### src/cpu_config.svh
`ifndef CPU_CONFIG_SVH
`define CPU_CONFIG_SVH

// Width of a data word and of every register
`define XLEN 32

// Instruction memory depth in 32-bit words
`define IMEM_WORDS 64

// Word index width for instruction memory
`define IMEM_AW $clog2(`IMEM_WORDS)

// Data memory depth in 32-bit words
`define DMEM_WORDS 64

// Word index width for data memory
`define DMEM_AW $clog2(`DMEM_WORDS)

// First fetch address after reset, also the wrap target
`define RESET_PC 32'h0000_0000

`endif

### src/cpu_pkg.sv
`include "cpu_config.svh"

package cpu_pkg;

    typedef enum logic [3:0] {
        ALU_ADD  = 4'd0,
        ALU_SUB  = 4'd1,
        ALU_SLL  = 4'd2,
        ALU_SLT  = 4'd3,
        ALU_SLTU = 4'd4,
        ALU_XOR  = 4'd5,
        ALU_SRL  = 4'd6,
        ALU_SRA  = 4'd7,
        ALU_OR   = 4'd8,
        ALU_AND  = 4'd9
    } alu_op_t;

    typedef struct packed {
        alu_op_t alu_op;
        logic    use_imm;  // Operand b from immediate
        logic    reg_we;
        logic    mem_rd;
        logic    mem_wr;
    } ctrl_t;

    // One retired instruction
    typedef struct packed {
        logic [31:0]       pc;
        logic [31:0]       inst;
        logic [4:0]        rd;
        logic              rd_we;
        logic [`XLEN-1:0] rd_data;
    } commit_t;

    typedef struct packed {
        logic                en;
        logic [`IMEM_AW-1:0] addr;  // Word index
        logic [31:0]         data;
    } imem_wr_t;

    typedef struct packed {
        logic [31:0] addr;  // Byte address
    } host_req_t;

    typedef struct packed {
        logic [`XLEN-1:0] data;
    } host_rsp_t;

endpackage

### src/alu.sv
`timescale 1ns/1ns
`include "cpu_config.svh"

module alu import cpu_pkg::*; (
    input  alu_op_t          op,
    input  logic [`XLEN-1:0] a,
    input  logic [`XLEN-1:0] b,
    output logic [`XLEN-1:0] y
);

    logic [4:0] shamt;

    assign shamt = b[4:0];  // Shift amount from low bits only

    always_comb begin
        case (op)
            ALU_ADD:  y = a + b;
            ALU_SUB:  y = a - b;
            ALU_SLL:  y = a << shamt;
            ALU_SLT:  y = {31'd0, $signed(a) < $signed(b)};
            ALU_SLTU: y = {31'd0, a < b};
            ALU_XOR:  y = a ^ b;
            ALU_SRL:  y = a >> shamt;
            ALU_SRA:  y = $unsigned($signed(a) >>> shamt);  // Sign fills
            ALU_OR:   y = a | b;
            ALU_AND:  y = a & b;
            default:  y = '0;
        endcase
    end

endmodule

### config.mk
export PLATFORM = sky130hd
export DESIGN_NAME = alu
export DESIGN_NICKNAME = d
export VERILOG_FILES = /design/src/cpu_pkg.sv /design/src/alu.sv
export VERILOG_INCLUDE_DIRS = /design/src /design/src/src
export SDC_FILE = /design/constraint.sdc
export NUM_CORES = 1
export LEC_CHECK = 0
export BUFFER_PORTS_ARGS = -buffer_cell sky130_fd_sc_hd__buf_4
export CAP_MARGIN = 10
export CORE_MARGIN = 2
export CORE_UTILIZATION = 53
export DETAILED_ROUTE_END_ITERATION = 6
export PLACE_DENSITY = 0.79
export SLEW_MARGIN = 20
export SYNTH_ARGS = -nofsm -noshare
export SYNTH_HDL_FRONTEND = slang
export SYNTH_SLANG_ARGS = --single-unit
### constraint.sdc
create_clock -name vclk -period 4.4
set_input_delay 0.44 -clock vclk [all_inputs]
set_output_delay 0.44 -clock vclk [all_outputs]
set_load 0.05 [all_outputs]
### Yosys cells after proc, flatten, opt, wreduce, memory -nomap -nowiden

Index checks and enable logic that the tools add are counted.

| word-level totals | value |
|---|---|
| register bits after elaboration | 0 |
| input port bits | 68 |
| output and inout bits | 32 |

| cells by class | value |
|---|---|
| add/subtract/negate cells | 2 |
| order comparisons | 2 |
| eq/ne operators | 9 |
| shift operators | 3 |
| multiplexer cells | 1 |
| bitwise operators | 3 |
| reductions and logical operators | 1 |

Operators with widths:

| operator | number |
|---|---|
| $pmux 32 s10 | 1 |
| $lt 32x32->1 | 2 |
| $add 32x32->32 | 1 |
| $and 32x32->32 | 1 |
| $or 32x32->32 | 1 |
| $shl 32x5->32 | 1 |
| $shr 32x5->32 | 1 |
| $sshr 32x5->32 | 1 |
| $sub 32x32->32 | 1 |
| $xor 32x32->32 | 1 |
| $eq 4x3->1 const B | 4 |
| $eq 4x2->1 const B | 2 |
| $eq 4x4->1 const B | 2 |
| $eq 4x1->1 const B | 1 |
| $logic_not 4->1 | 1 |

### Logic depth before layout (Yosys ltp)

Gate-level depths: netlist (run 1).

| logic depth | value |
|---|---|
| depth in word-level cells | 2 |
| mapped depth | 17 |
| mapped depth without buffers | 13 |

### Worst setup path after synthesis (run 1)

No wires, ideal clock.

| path | value |
|---|---|
| path type | input-to-output |
| start point | in b[2] |
| end point | out y[0] |
| arrival | 4,672 ps |
| slack | -712 ps |
| cell stages on the path | 17 |
| path buffers | 5 |
| path through | inv_1 > buf_2 > buf_2 > buf_1 > buf_2 > ha_1 > buf_4 > o21bai_2 > a2111oi_4 > o41ai_4 > o21ai_1 > a41o_1 > o31ai_1 > a31oi_1 > o21bai_1 > nor2b_1 > o311ai_1 |

| on the way | value |
|---|---|
| longest elaborated chain between the ends | 2 |
| elaborated cells on any way between the ends | 6 |
| classes of those cells | 2 x order compare; 3 x shift; 1 x mux |

Ends and longest elaborated chain:

| what | line | RTL |
|---|---|---|
| start, declared | alu.sv:7 | `` input logic [`XLEN-1:0] b, `` |
| $lt 32x32->1 (tied with other cells) | alu.sv:21 | `ALU_SLTU: y = {31'd0, a < b};` |
| $pmux 32 s10 (*) | alu.sv:16 | `case (op)` |
| end, declared | alu.sv:8 | `` output logic [`XLEN-1:0] y `` |

Every way passes the cells marked *; elsewhere a longest branch is shown, timed or not.

### Worst setup path in the final report (run 1)

| path | value |
|---|---|
| start point | in a[0] |
| end point | out y[26] |

| on the way | value |
|---|---|
| longest elaborated chain between the ends | 2 |
| elaborated cells on any way between the ends | 6 |
| classes of those cells | 2 x add/sub; 3 x shift; 1 x mux |

Ends and longest elaborated chain:

| what | line | RTL |
|---|---|---|
| start, declared | alu.sv:6 | `` input logic [`XLEN-1:0] a, `` |
| $sub 32x32->32 (tied with other cells) | alu.sv:18 | `ALU_SUB: y = a - b;` |
| $pmux 32 s10 (*) | alu.sv:16 |  |

Marks and branches as above.

==> metrics.txt, run 1 <==
# TYPE chip_impl_metric gauge
chip_impl_info{name="status",value="finished, final reports clean"} 1
chip_impl_metric{name="initial_antenna_violation_count",unit=""} 3
chip_impl_metric{name="gp_congestion",unit=""} 1.102
chip_impl_metric{name="routed_wire_per_std_cell",unit="um"} 25.01
chip_impl_metric{name="post_drt_via_cell_ratio",unit=""} 7.056
chip_impl_metric{name="final_area",unit="um^2"} 9017
chip_impl_info{name="unrepaired_setup_endpoints_after_global_routing",value="false"} 1
chip_impl_metric{name="combPwrFrac",unit="%"} 100.0
chip_impl_metric{name="sequential_fraction_of_the_synthesis_area",unit="%"} 0
chip_impl_metric{name="die_area",unit="um^2"} 16220
chip_impl_metric{name="internal_power",unit="mW"} 0.4657
chip_impl_metric{name="ys.warnings.count",unit=""} 0
chip_impl_metric{name="vdd.ir_drop.worst",unit="uV"} 102.7
chip_impl_metric{name="timing.slew.headroom",unit="%"} 48.42
chip_impl_info{name="path_class",value="in -> out"} 1
chip_impl_metric{name="timing.max_cap.violations",unit=""} 0
chip_impl_metric{name="power_dens_cells",unit="nW/um^2"} 151.9
chip_impl_metric{name="floorplan_core_area",unit="um^2"} 15030
chip_impl_metric{name="filler_cell_count",unit=""} 1561
chip_impl_metric{name="synth.cell_area",unit="um^2"} 8064
chip_impl_metric{name="layout_clock_buffer_count",unit=""} 0
chip_impl_metric{name="drt_iter0_drc",unit=""} 1432
chip_impl_metric{name="num-nets-final",unit=""} 1503
chip_impl_info{name="crit_path_cell_trace",value="buf_4 -> inv_1 -> ha_1 -> fa_1 -> o21bai_2 -> a2111oi_4 -> o41ai_4 -> o41ai_2 -> nor4_1 -> nor3b_1 -> o41a_1 -> a311oi_2 -> nor3_1 -> a211o_1 -> buf_4"} 1
chip_impl_metric{name="placed_area",unit="um^2"} 9011
chip_impl_metric{name="die_h",unit="um"} 127.4
chip_impl_metric{name="p_clk_share",unit="%"} 0
chip_impl_metric{name="post_dp_hpwl",unit="um"} 29840
chip_impl_metric{name="drc",unit=""} 0
chip_impl_metric{name="finalPower",unit="mW"} 1.370
chip_impl_metric{name="first_global_vias",unit=""} 9475
chip_impl_metric{name="netlist-cell-type-count",unit=""} 78
chip_impl_metric{name="setup_tns",unit="ns"} 0
chip_impl_metric{name="floorplan.die.width",unit="um"} 127.4
chip_impl_metric{name="drtPass1Iterations",unit=""} 7
chip_impl_metric{name="achievable-frequency",unit="GHz"} 0.2346
chip_impl_metric{name="timing.final.crit_period",unit="ns"} 4.262
chip_impl_metric{name="setup_viol",unit=""} 0
chip_impl_metric{name="bufs_and_invs_on_worst_path",unit=""} 3
chip_impl_metric{name="drtAntennaViolNets",unit=""} 0
chip_impl_info{name="endpoint_kind",value="output pin"} 1
chip_impl_metric{name="pre_cts_slack",unit="ns"} 0.1723
chip_impl_metric{name="route.vias.total",unit=""} 10725
chip_impl_metric{name="sw_frac_of_total",unit="%"} 66.00
chip_impl_metric{name="avgSynthCellArea",unit="um^2"} 6.266
chip_impl_metric{name="synth_fp_nets",unit=""} 1456
chip_impl_metric{name="power.net_switching",unit="mW"} 0.9042
chip_impl_info{name="min-delay-path-class",value="in -> out"} 1
chip_impl_metric{name="worst-endpoint-arrival",unit="ns"} 3.82
chip_impl_metric{name="antenna_cells",unit=""} 0
chip_impl_metric{name="placement.io_buffers",unit=""} 100
chip_impl_metric{name="critPathRequiredTime",unit="ns"} 3.96
chip_impl_metric{name="utilization",unit="%"} 59.98
chip_impl_metric{name="finalMaxSlewViolations",unit=""} 0
chip_impl_metric{name="sequential_cell_total",unit=""} 0
chip_impl_metric{name="grt_remaining_overflow",unit=""} 0
chip_impl_info{name="cpMostUsedCell",value="sky130_fd_sc_hd__buf_4"} 1
chip_impl_metric{name="grt_start_max_net_pins",unit=""} 93
chip_impl_metric{name="fin_crit_sh",unit="%"} 96.86
chip_impl_info{name="critical_path.slowest_cell",value="sky130_fd_sc_hd__fa_1"} 1
chip_impl_metric{name="fin_ws",unit="ns"} 0.1382
chip_impl_metric{name="wl",unit="um"} 38020
chip_impl_metric{name="critical_path_peak_fanout",unit=""} 4
chip_impl_metric{name="num_rows",unit=""} 45
chip_impl_metric{name="pin_count",unit=""} 100
chip_impl_info{name="start_kind",value="input pin"} 1
chip_impl_metric{name="seq_power_share",unit="%"} 0
chip_impl_metric{name="timing_worst_slew_pin_value",unit="ns"} 0.7737
chip_impl_metric{name="cellLeakagePower",unit="nW"} 4.143
chip_impl_metric{name="fraction_of_final_layout_cells_with_drive_strength_greater_than_1",unit="%"} 13.96
chip_impl_metric{name="grt_util_all_layers",unit="%"} 44.74
chip_impl_metric{name="ff_latch_area",unit="um^2"} 0
chip_impl_metric{name="floorplan.initialDensity",unit="%"} 53.64
chip_impl_metric{name="crit_path_max_incr_delay",unit="ns"} 0.44
chip_impl_metric{name="syn-instance-count",unit=""} 1287
chip_impl_metric{name="final_hold_viol_count",unit=""} 0
chip_impl_metric{name="area_growth_from_synthesis_to_layout",unit="%"} 11.82
chip_impl_metric{name="grt_pass1_wl",unit="um"} 56190
chip_impl_info{name="cp_top_family",value="compound AO/OA/AOI/OAI gates"} 1
-- logic make-up (layout without fill, tap and decap cells) --
| group | count (synthesis) | count (layout) | synth area share, % |
|---|---|---|---|
| AND/OR/NAND/NOR | 415 | 415 | 22.98 |
| buffers and inverters | 190 | 235 | 9.434 |
| adder cells (fa/ha/maj) | 101 | 101 | 15.86 |
| AO/OA/AOI/OAI | 492 | 492 | 40.03 |
| XOR/XNOR | 19 | 19 | 2.064 |
| multiplexers | 70 | 70 | 9.635 |
-- cells in the final DEF (no fill, tap or decap), drive strengths merged, types with 4 or more instances in the layout --
| cell | n |
|---|---|
| nor3 | 30 |
| mux4 | 5 |
| o2111ai | 6 |
| mux2i | 54 |
| a211oi | 22 |
| o211ai | 27 |
| nand2b | 14 |
| xnor2 | 16 |
| a211o | 13 |
| a2111oi | 4 |
| o21a | 4 |
| or3 | 4 |
| o221ai | 14 |
| mux2 | 11 |
| nor3b | 6 |
| buf | 145 |
| nor4 | 10 |
| a221o | 8 |
| a311oi | 5 |
| a31oi | 22 |
| nand3 | 25 |
| o22ai | 10 |
| o31ai | 5 |
| o311ai | 5 |
| inv | 89 |
| or2 | 4 |
| o21bai | 10 |
| a21oi | 129 |
| nand2 | 105 |
| a21o | 24 |
| nor2 | 185 |
| nor4b | 4 |
| ha | 99 |
| and3 | 4 |
| o21ai | 136 |
| o31a | 4 |
| nor2b | 12 |
| a221oi | 19 |
| o41ai | 5 |
| and2 | 5 |
-- per-stage QoR --
step | std cells | hold slack, ns
finish | 1520 | 1.495
global placement | 1520 | 1.475
CTS | 1520 | 1.492
detailed placement | 1520 | 1.489
global route | 1520 | 1.544
floorplan | 1287 | 1.390
-- power by group through the flow --
stage | Combinational, mW | Clock (mW) | Sequential, mW
after floorplan | 0.897 | 0 | 0
after global placement | 1.31 | 0 | 0
after detailed placement | 1.31 | 0 | 0
after CTS | 1.32 | 0 | 0
after global routing | 1.45 | 0 | 0
final | 1.37 | 0 | 0
-- cells in the mapped netlist (all sizes together) (22+ instances only) --
| cell type | count | area share [%] |
|---|---|---|
| a211oi | 22 | 2.0 |
| a21o | 24 | 2.2 |
| a21oi | 129 | 8.0 |
| a31oi | 22 | 1.7 |
| buf | 41 | 2.5 |
| clkbuf | 59 | 2.7 |
| ha | 99 | 15 |
| inv | 89 | 4.1 |
| mux2i | 54 | 6.7 |
| nand2 | 105 | 4.9 |
| nand3 | 25 | 1.6 |
| nor2 | 185 | 8.6 |
| nor3 | 30 | 2.1 |
| o211ai | 27 | 2.5 |
| o21ai | 136 | 8.4 |
-- metal layers --
layer / global-route usage [%] / vias to the layer above / wire (um)
met2: 65.59 / 807 / 15480
met4: 16.74 / 6 / 1780
met5: 0 / - / 39
li1: - / 4801 / -
met1: 61.44 / 4971 / 15270
met3: 13.74 / 140 / 5450
-- final cells by class --
| cell class | count | area [um^2] | share of cell area, % |
|---|---|---|---|
| tap | 188 | 235.2 | 2.609 |
| inverter | 90 | 337.8 | 3.746 |
| timing repair buffer | 145 | 1114 | 12.35 |
| multi-input combinational | 1097 | 7331 | 81.30 |
-- repair_timing --
action | 4_1_cts | 5_1_grt
hold buffers | 0 | 0
setup buffers | 0 | 0
setup endpoints to repair | 0 | 1
resized for setup | 0 | 1
-- worst paths after layout --
check,start,to,slack (ns),depth (start not counted)
max,a[0],y[26],0.14,15
min,b[31],y[31],1.49,5
No activity file was read; power rests on OpenSTA's default activity.
==> run 2: changes to the inputs <==
--- a/config.mk
+++ b/config.mk
@@ -9,9 +9,9 @@
 export BUFFER_PORTS_ARGS = -buffer_cell sky130_fd_sc_hd__buf_4
 export CAP_MARGIN = 10
 export CORE_MARGIN = 2
-export CORE_UTILIZATION = 53
+export CORE_UTILIZATION = 45
 export DETAILED_ROUTE_END_ITERATION = 6
-export PLACE_DENSITY = 0.79
+export PLACE_DENSITY = 0.69
 export SLEW_MARGIN = 20
 export SYNTH_ARGS = -nofsm -noshare
 export SYNTH_HDL_FRONTEND = slang
==> run 2 against run 1 <==
  * The run now ends with design-rule violations left
  * Total power grew 0.40%
  * Sequential share of layout area is the same
  * Non-clock buffer count shrank 6
==> metrics.txt, run 2 (synthesis gave the netlist of run 1 again) <==
# TYPE chip_impl_metric gauge
chip_impl_metric{name="post_cts.resized_instances",unit=""} 0
chip_impl_metric{name="pin_count",unit=""} 100
chip_impl_metric{name="hold_buffers",unit=""} 0
chip_impl_metric{name="drt_iter0_drc",unit=""} 1375
chip_impl_metric{name="crit_path_max_incr_delay",unit="ns"} 0.44
chip_impl_metric{name="vdd.ir_drop.worst",unit="uV"} 83.19
chip_impl_metric{name="numPlacedInstances",unit=""} 1551
chip_impl_metric{name="fraction_of_final_layout_cells_with_drive_strength_greater_than_1",unit="%"} 13.57
chip_impl_metric{name="placement.io_buffers",unit=""} 100
chip_impl_info{name="commonest_non_fill_non_tap_cell_in_the_layout",value="sky130_fd_sc_hd__nor2_1"} 1
chip_impl_metric{name="post_dp_hpwl",unit="um"} 30280
chip_impl_metric{name="gp_congestion",unit=""} 1.096
chip_impl_metric{name="timing_worst_slew_pin_value",unit="ns"} 0.8963
chip_impl_metric{name="critPathRequiredTime",unit="ns"} 3.96
chip_impl_metric{name="setup_tns",unit="ns"} 0
chip_impl_info{name="violations",value="design-rule violations"} 1
chip_impl_metric{name="antenna_cells",unit=""} 0
chip_impl_metric{name="post_cts.repair.setup_buffers",unit=""} 0
chip_impl_metric{name="pre_cts_slack",unit="ns"} 0.2864
chip_impl_metric{name="fin_crit_sh",unit="%"} 97.49
chip_impl_metric{name="die_area",unit="um^2"} 19010
chip_impl_metric{name="grt_util_all_layers",unit="%"} 39.26
chip_impl_metric{name="ff_latch_area",unit="um^2"} 0
chip_impl_metric{name="bufs_and_invs_on_worst_path",unit=""} 3
chip_impl_info{name="min-delay-path-class",value="in -> out"} 1
chip_impl_info{name="critical_path.slowest_cell",value="sky130_fd_sc_hd__a311oi_2"} 1
chip_impl_metric{name="setup_viol",unit=""} 0
chip_impl_info{name="endpoint_kind",value="output pin"} 1
chip_impl_metric{name="final_hold_viol_count",unit=""} 0
chip_impl_metric{name="timing.slew.headroom",unit="%"} 40.03
chip_impl_info{name="status",value="finished with violations"} 1
chip_impl_metric{name="final_area",unit="um^2"} 9010
chip_impl_metric{name="floorplan.initialDensity",unit="%"} 46.30
chip_impl_metric{name="placed_area",unit="um^2"} 9000
chip_impl_metric{name="utilization",unit="%"} 51.73
chip_impl_metric{name="post_drt_via_cell_ratio",unit=""} 6.843
chip_impl_metric{name="num_rows",unit=""} 48
chip_impl_metric{name="cellLeakagePower",unit="nW"} 4.114
chip_impl_info{name="whs_endpoint",value="y[31]"} 1
chip_impl_metric{name="die_h",unit="um"} 137.9
chip_impl_metric{name="area_growth_from_synthesis_to_layout",unit="%"} 11.73
chip_impl_metric{name="timing.final.crit_period",unit="ns"} 4.290
chip_impl_metric{name="grt_remaining_overflow",unit=""} 0
chip_impl_info{name="cp_top_family",value="compound AO/OA/AOI/OAI gates"} 1
chip_impl_metric{name="hold_path_depth",unit=""} 5
chip_impl_metric{name="wl",unit="um"} 38310
chip_impl_metric{name="floorplan_core_area",unit="um^2"} 17420
chip_impl_metric{name="grt_pass1_wl",unit="um"} 56720
chip_impl_metric{name="final_cell_count_no_fill",unit=""} 1551
chip_impl_metric{name="drtAntennaViolNets",unit=""} 0
chip_impl_info{name="path_class",value="in -> out"} 1
chip_impl_metric{name="filler_cell_count",unit=""} 1871
chip_impl_info{name="crit_path_cell_trace",value="buf_4 -> inv_1 -> ha_1 -> nor3_2 -> o21ai_1 -> a311oi_2 -> nor3_2 -> o41ai_2 -> a31oi_1 -> o221a_1 -> o221ai_2 -> xnor2_1 -> a221o_1 -> buf_4"} 1
chip_impl_info{name="start_kind",value="input pin"} 1
chip_impl_metric{name="worst-endpoint-arrival",unit="ns"} 3.85
chip_impl_metric{name="finalMaxSlewViolations",unit=""} 0
chip_impl_metric{name="power_dens_cells",unit="nW/um^2"} 152.7
chip_impl_metric{name="routed_wire_per_std_cell",unit="um"} 24.70
chip_impl_metric{name="floorplan.die.width",unit="um"} 137.9
chip_impl_metric{name="achievable-frequency",unit="GHz"} 0.2331
chip_impl_metric{name="drc",unit=""} 9
chip_impl_metric{name="critical_path_peak_fanout",unit=""} 9
chip_impl_metric{name="layout_clock_buffer_count",unit=""} 0
chip_impl_metric{name="grt_start_max_net_pins",unit=""} 90
chip_impl_metric{name="first_global_vias",unit=""} 9615
chip_impl_info{name="final_cell_mix",value="sky130_fd_sc_hd__nor2_1, sky130_fd_sc_hd__buf_4, sky130_fd_sc_hd__o21ai_0, sky130_fd_sc_hd__a21oi_1, sky130_fd_sc_hd__nand2_1"} 1
chip_impl_info{name="unrepaired_setup_endpoints_after_global_routing",value="false"} 1
chip_impl_info{name="hold_path_startpoint",value="b[31]"} 1
chip_impl_metric{name="route.vias.total",unit=""} 10613
chip_impl_metric{name="timing.max_cap.violations",unit=""} 0
chip_impl_metric{name="drtPass1Iterations",unit=""} 7
chip_impl_metric{name="fin_ws",unit="ns"} 0.1103
chip_impl_metric{name="initial_antenna_violation_count",unit=""} 2
chip_impl_metric{name="sequential_cell_total",unit=""} 0
chip_impl_metric{name="num-nets-final",unit=""} 1497
run 2: cell types whose count changed in the layout (fill, tap and decap cells not counted), sizes merged:
cell,previous run,this run
buf,145,139
run 2: layout make-up:
class	instances	area [um^2]	area share, %
multi-input combinational	1097	7331	81.36
timing repair buffer	139	1060	11.76
inverter	90	337.8	3.749
tap	225	281.5	3.125
run 2: per-stage QoR:
step,total power [mW],hold WS [ns]
6_report,1.375,1.493
5_1_grt,1.455,1.524
4_1_cts,1.324,1.487
3_5_place_dp,1.318,1.486
3_3_place_gp,1.321,1.490
2_1_floorplan,0.8969,1.390
run 2: worst max-delay path by stage:
stage | from | end | slack (ns) | depth (start not counted)
floorplan | b[1] | y[31] | 0.009 | 15
global placement | a[0] | y[26] | 0.30 | 15
detailed placement | a[4] | y[27] | 0.29 | 14
CTS | a[4] | y[27] | 0.27 | 14
global route | a[0] | y[28] | 0.03 | 16
finish | a[4] | y[27] | 0.11 | 14
run 2: where the power goes:
| part | internal [mW] | switching [mW] |
|---|---|---|
| Combinational | 0.462 | 0.913 |
| Sequential | 0 | 0 |
| Clock | 0 | 0 |
run 2: metal layers:
| metal | GRT usage (%) | wire length (um) | up-vias |
|---|---|---|---|
| li1 | - | - | 4785 |
| met1 | 54.41 | 15550 | 4903 |
| met2 | 56.11 | 15510 | 799 |
| met3 | 12.76 | 5544 | 122 |
| met4 | 14.63 | 1680 | 4 |
| met5 | 0 | 23 | - |
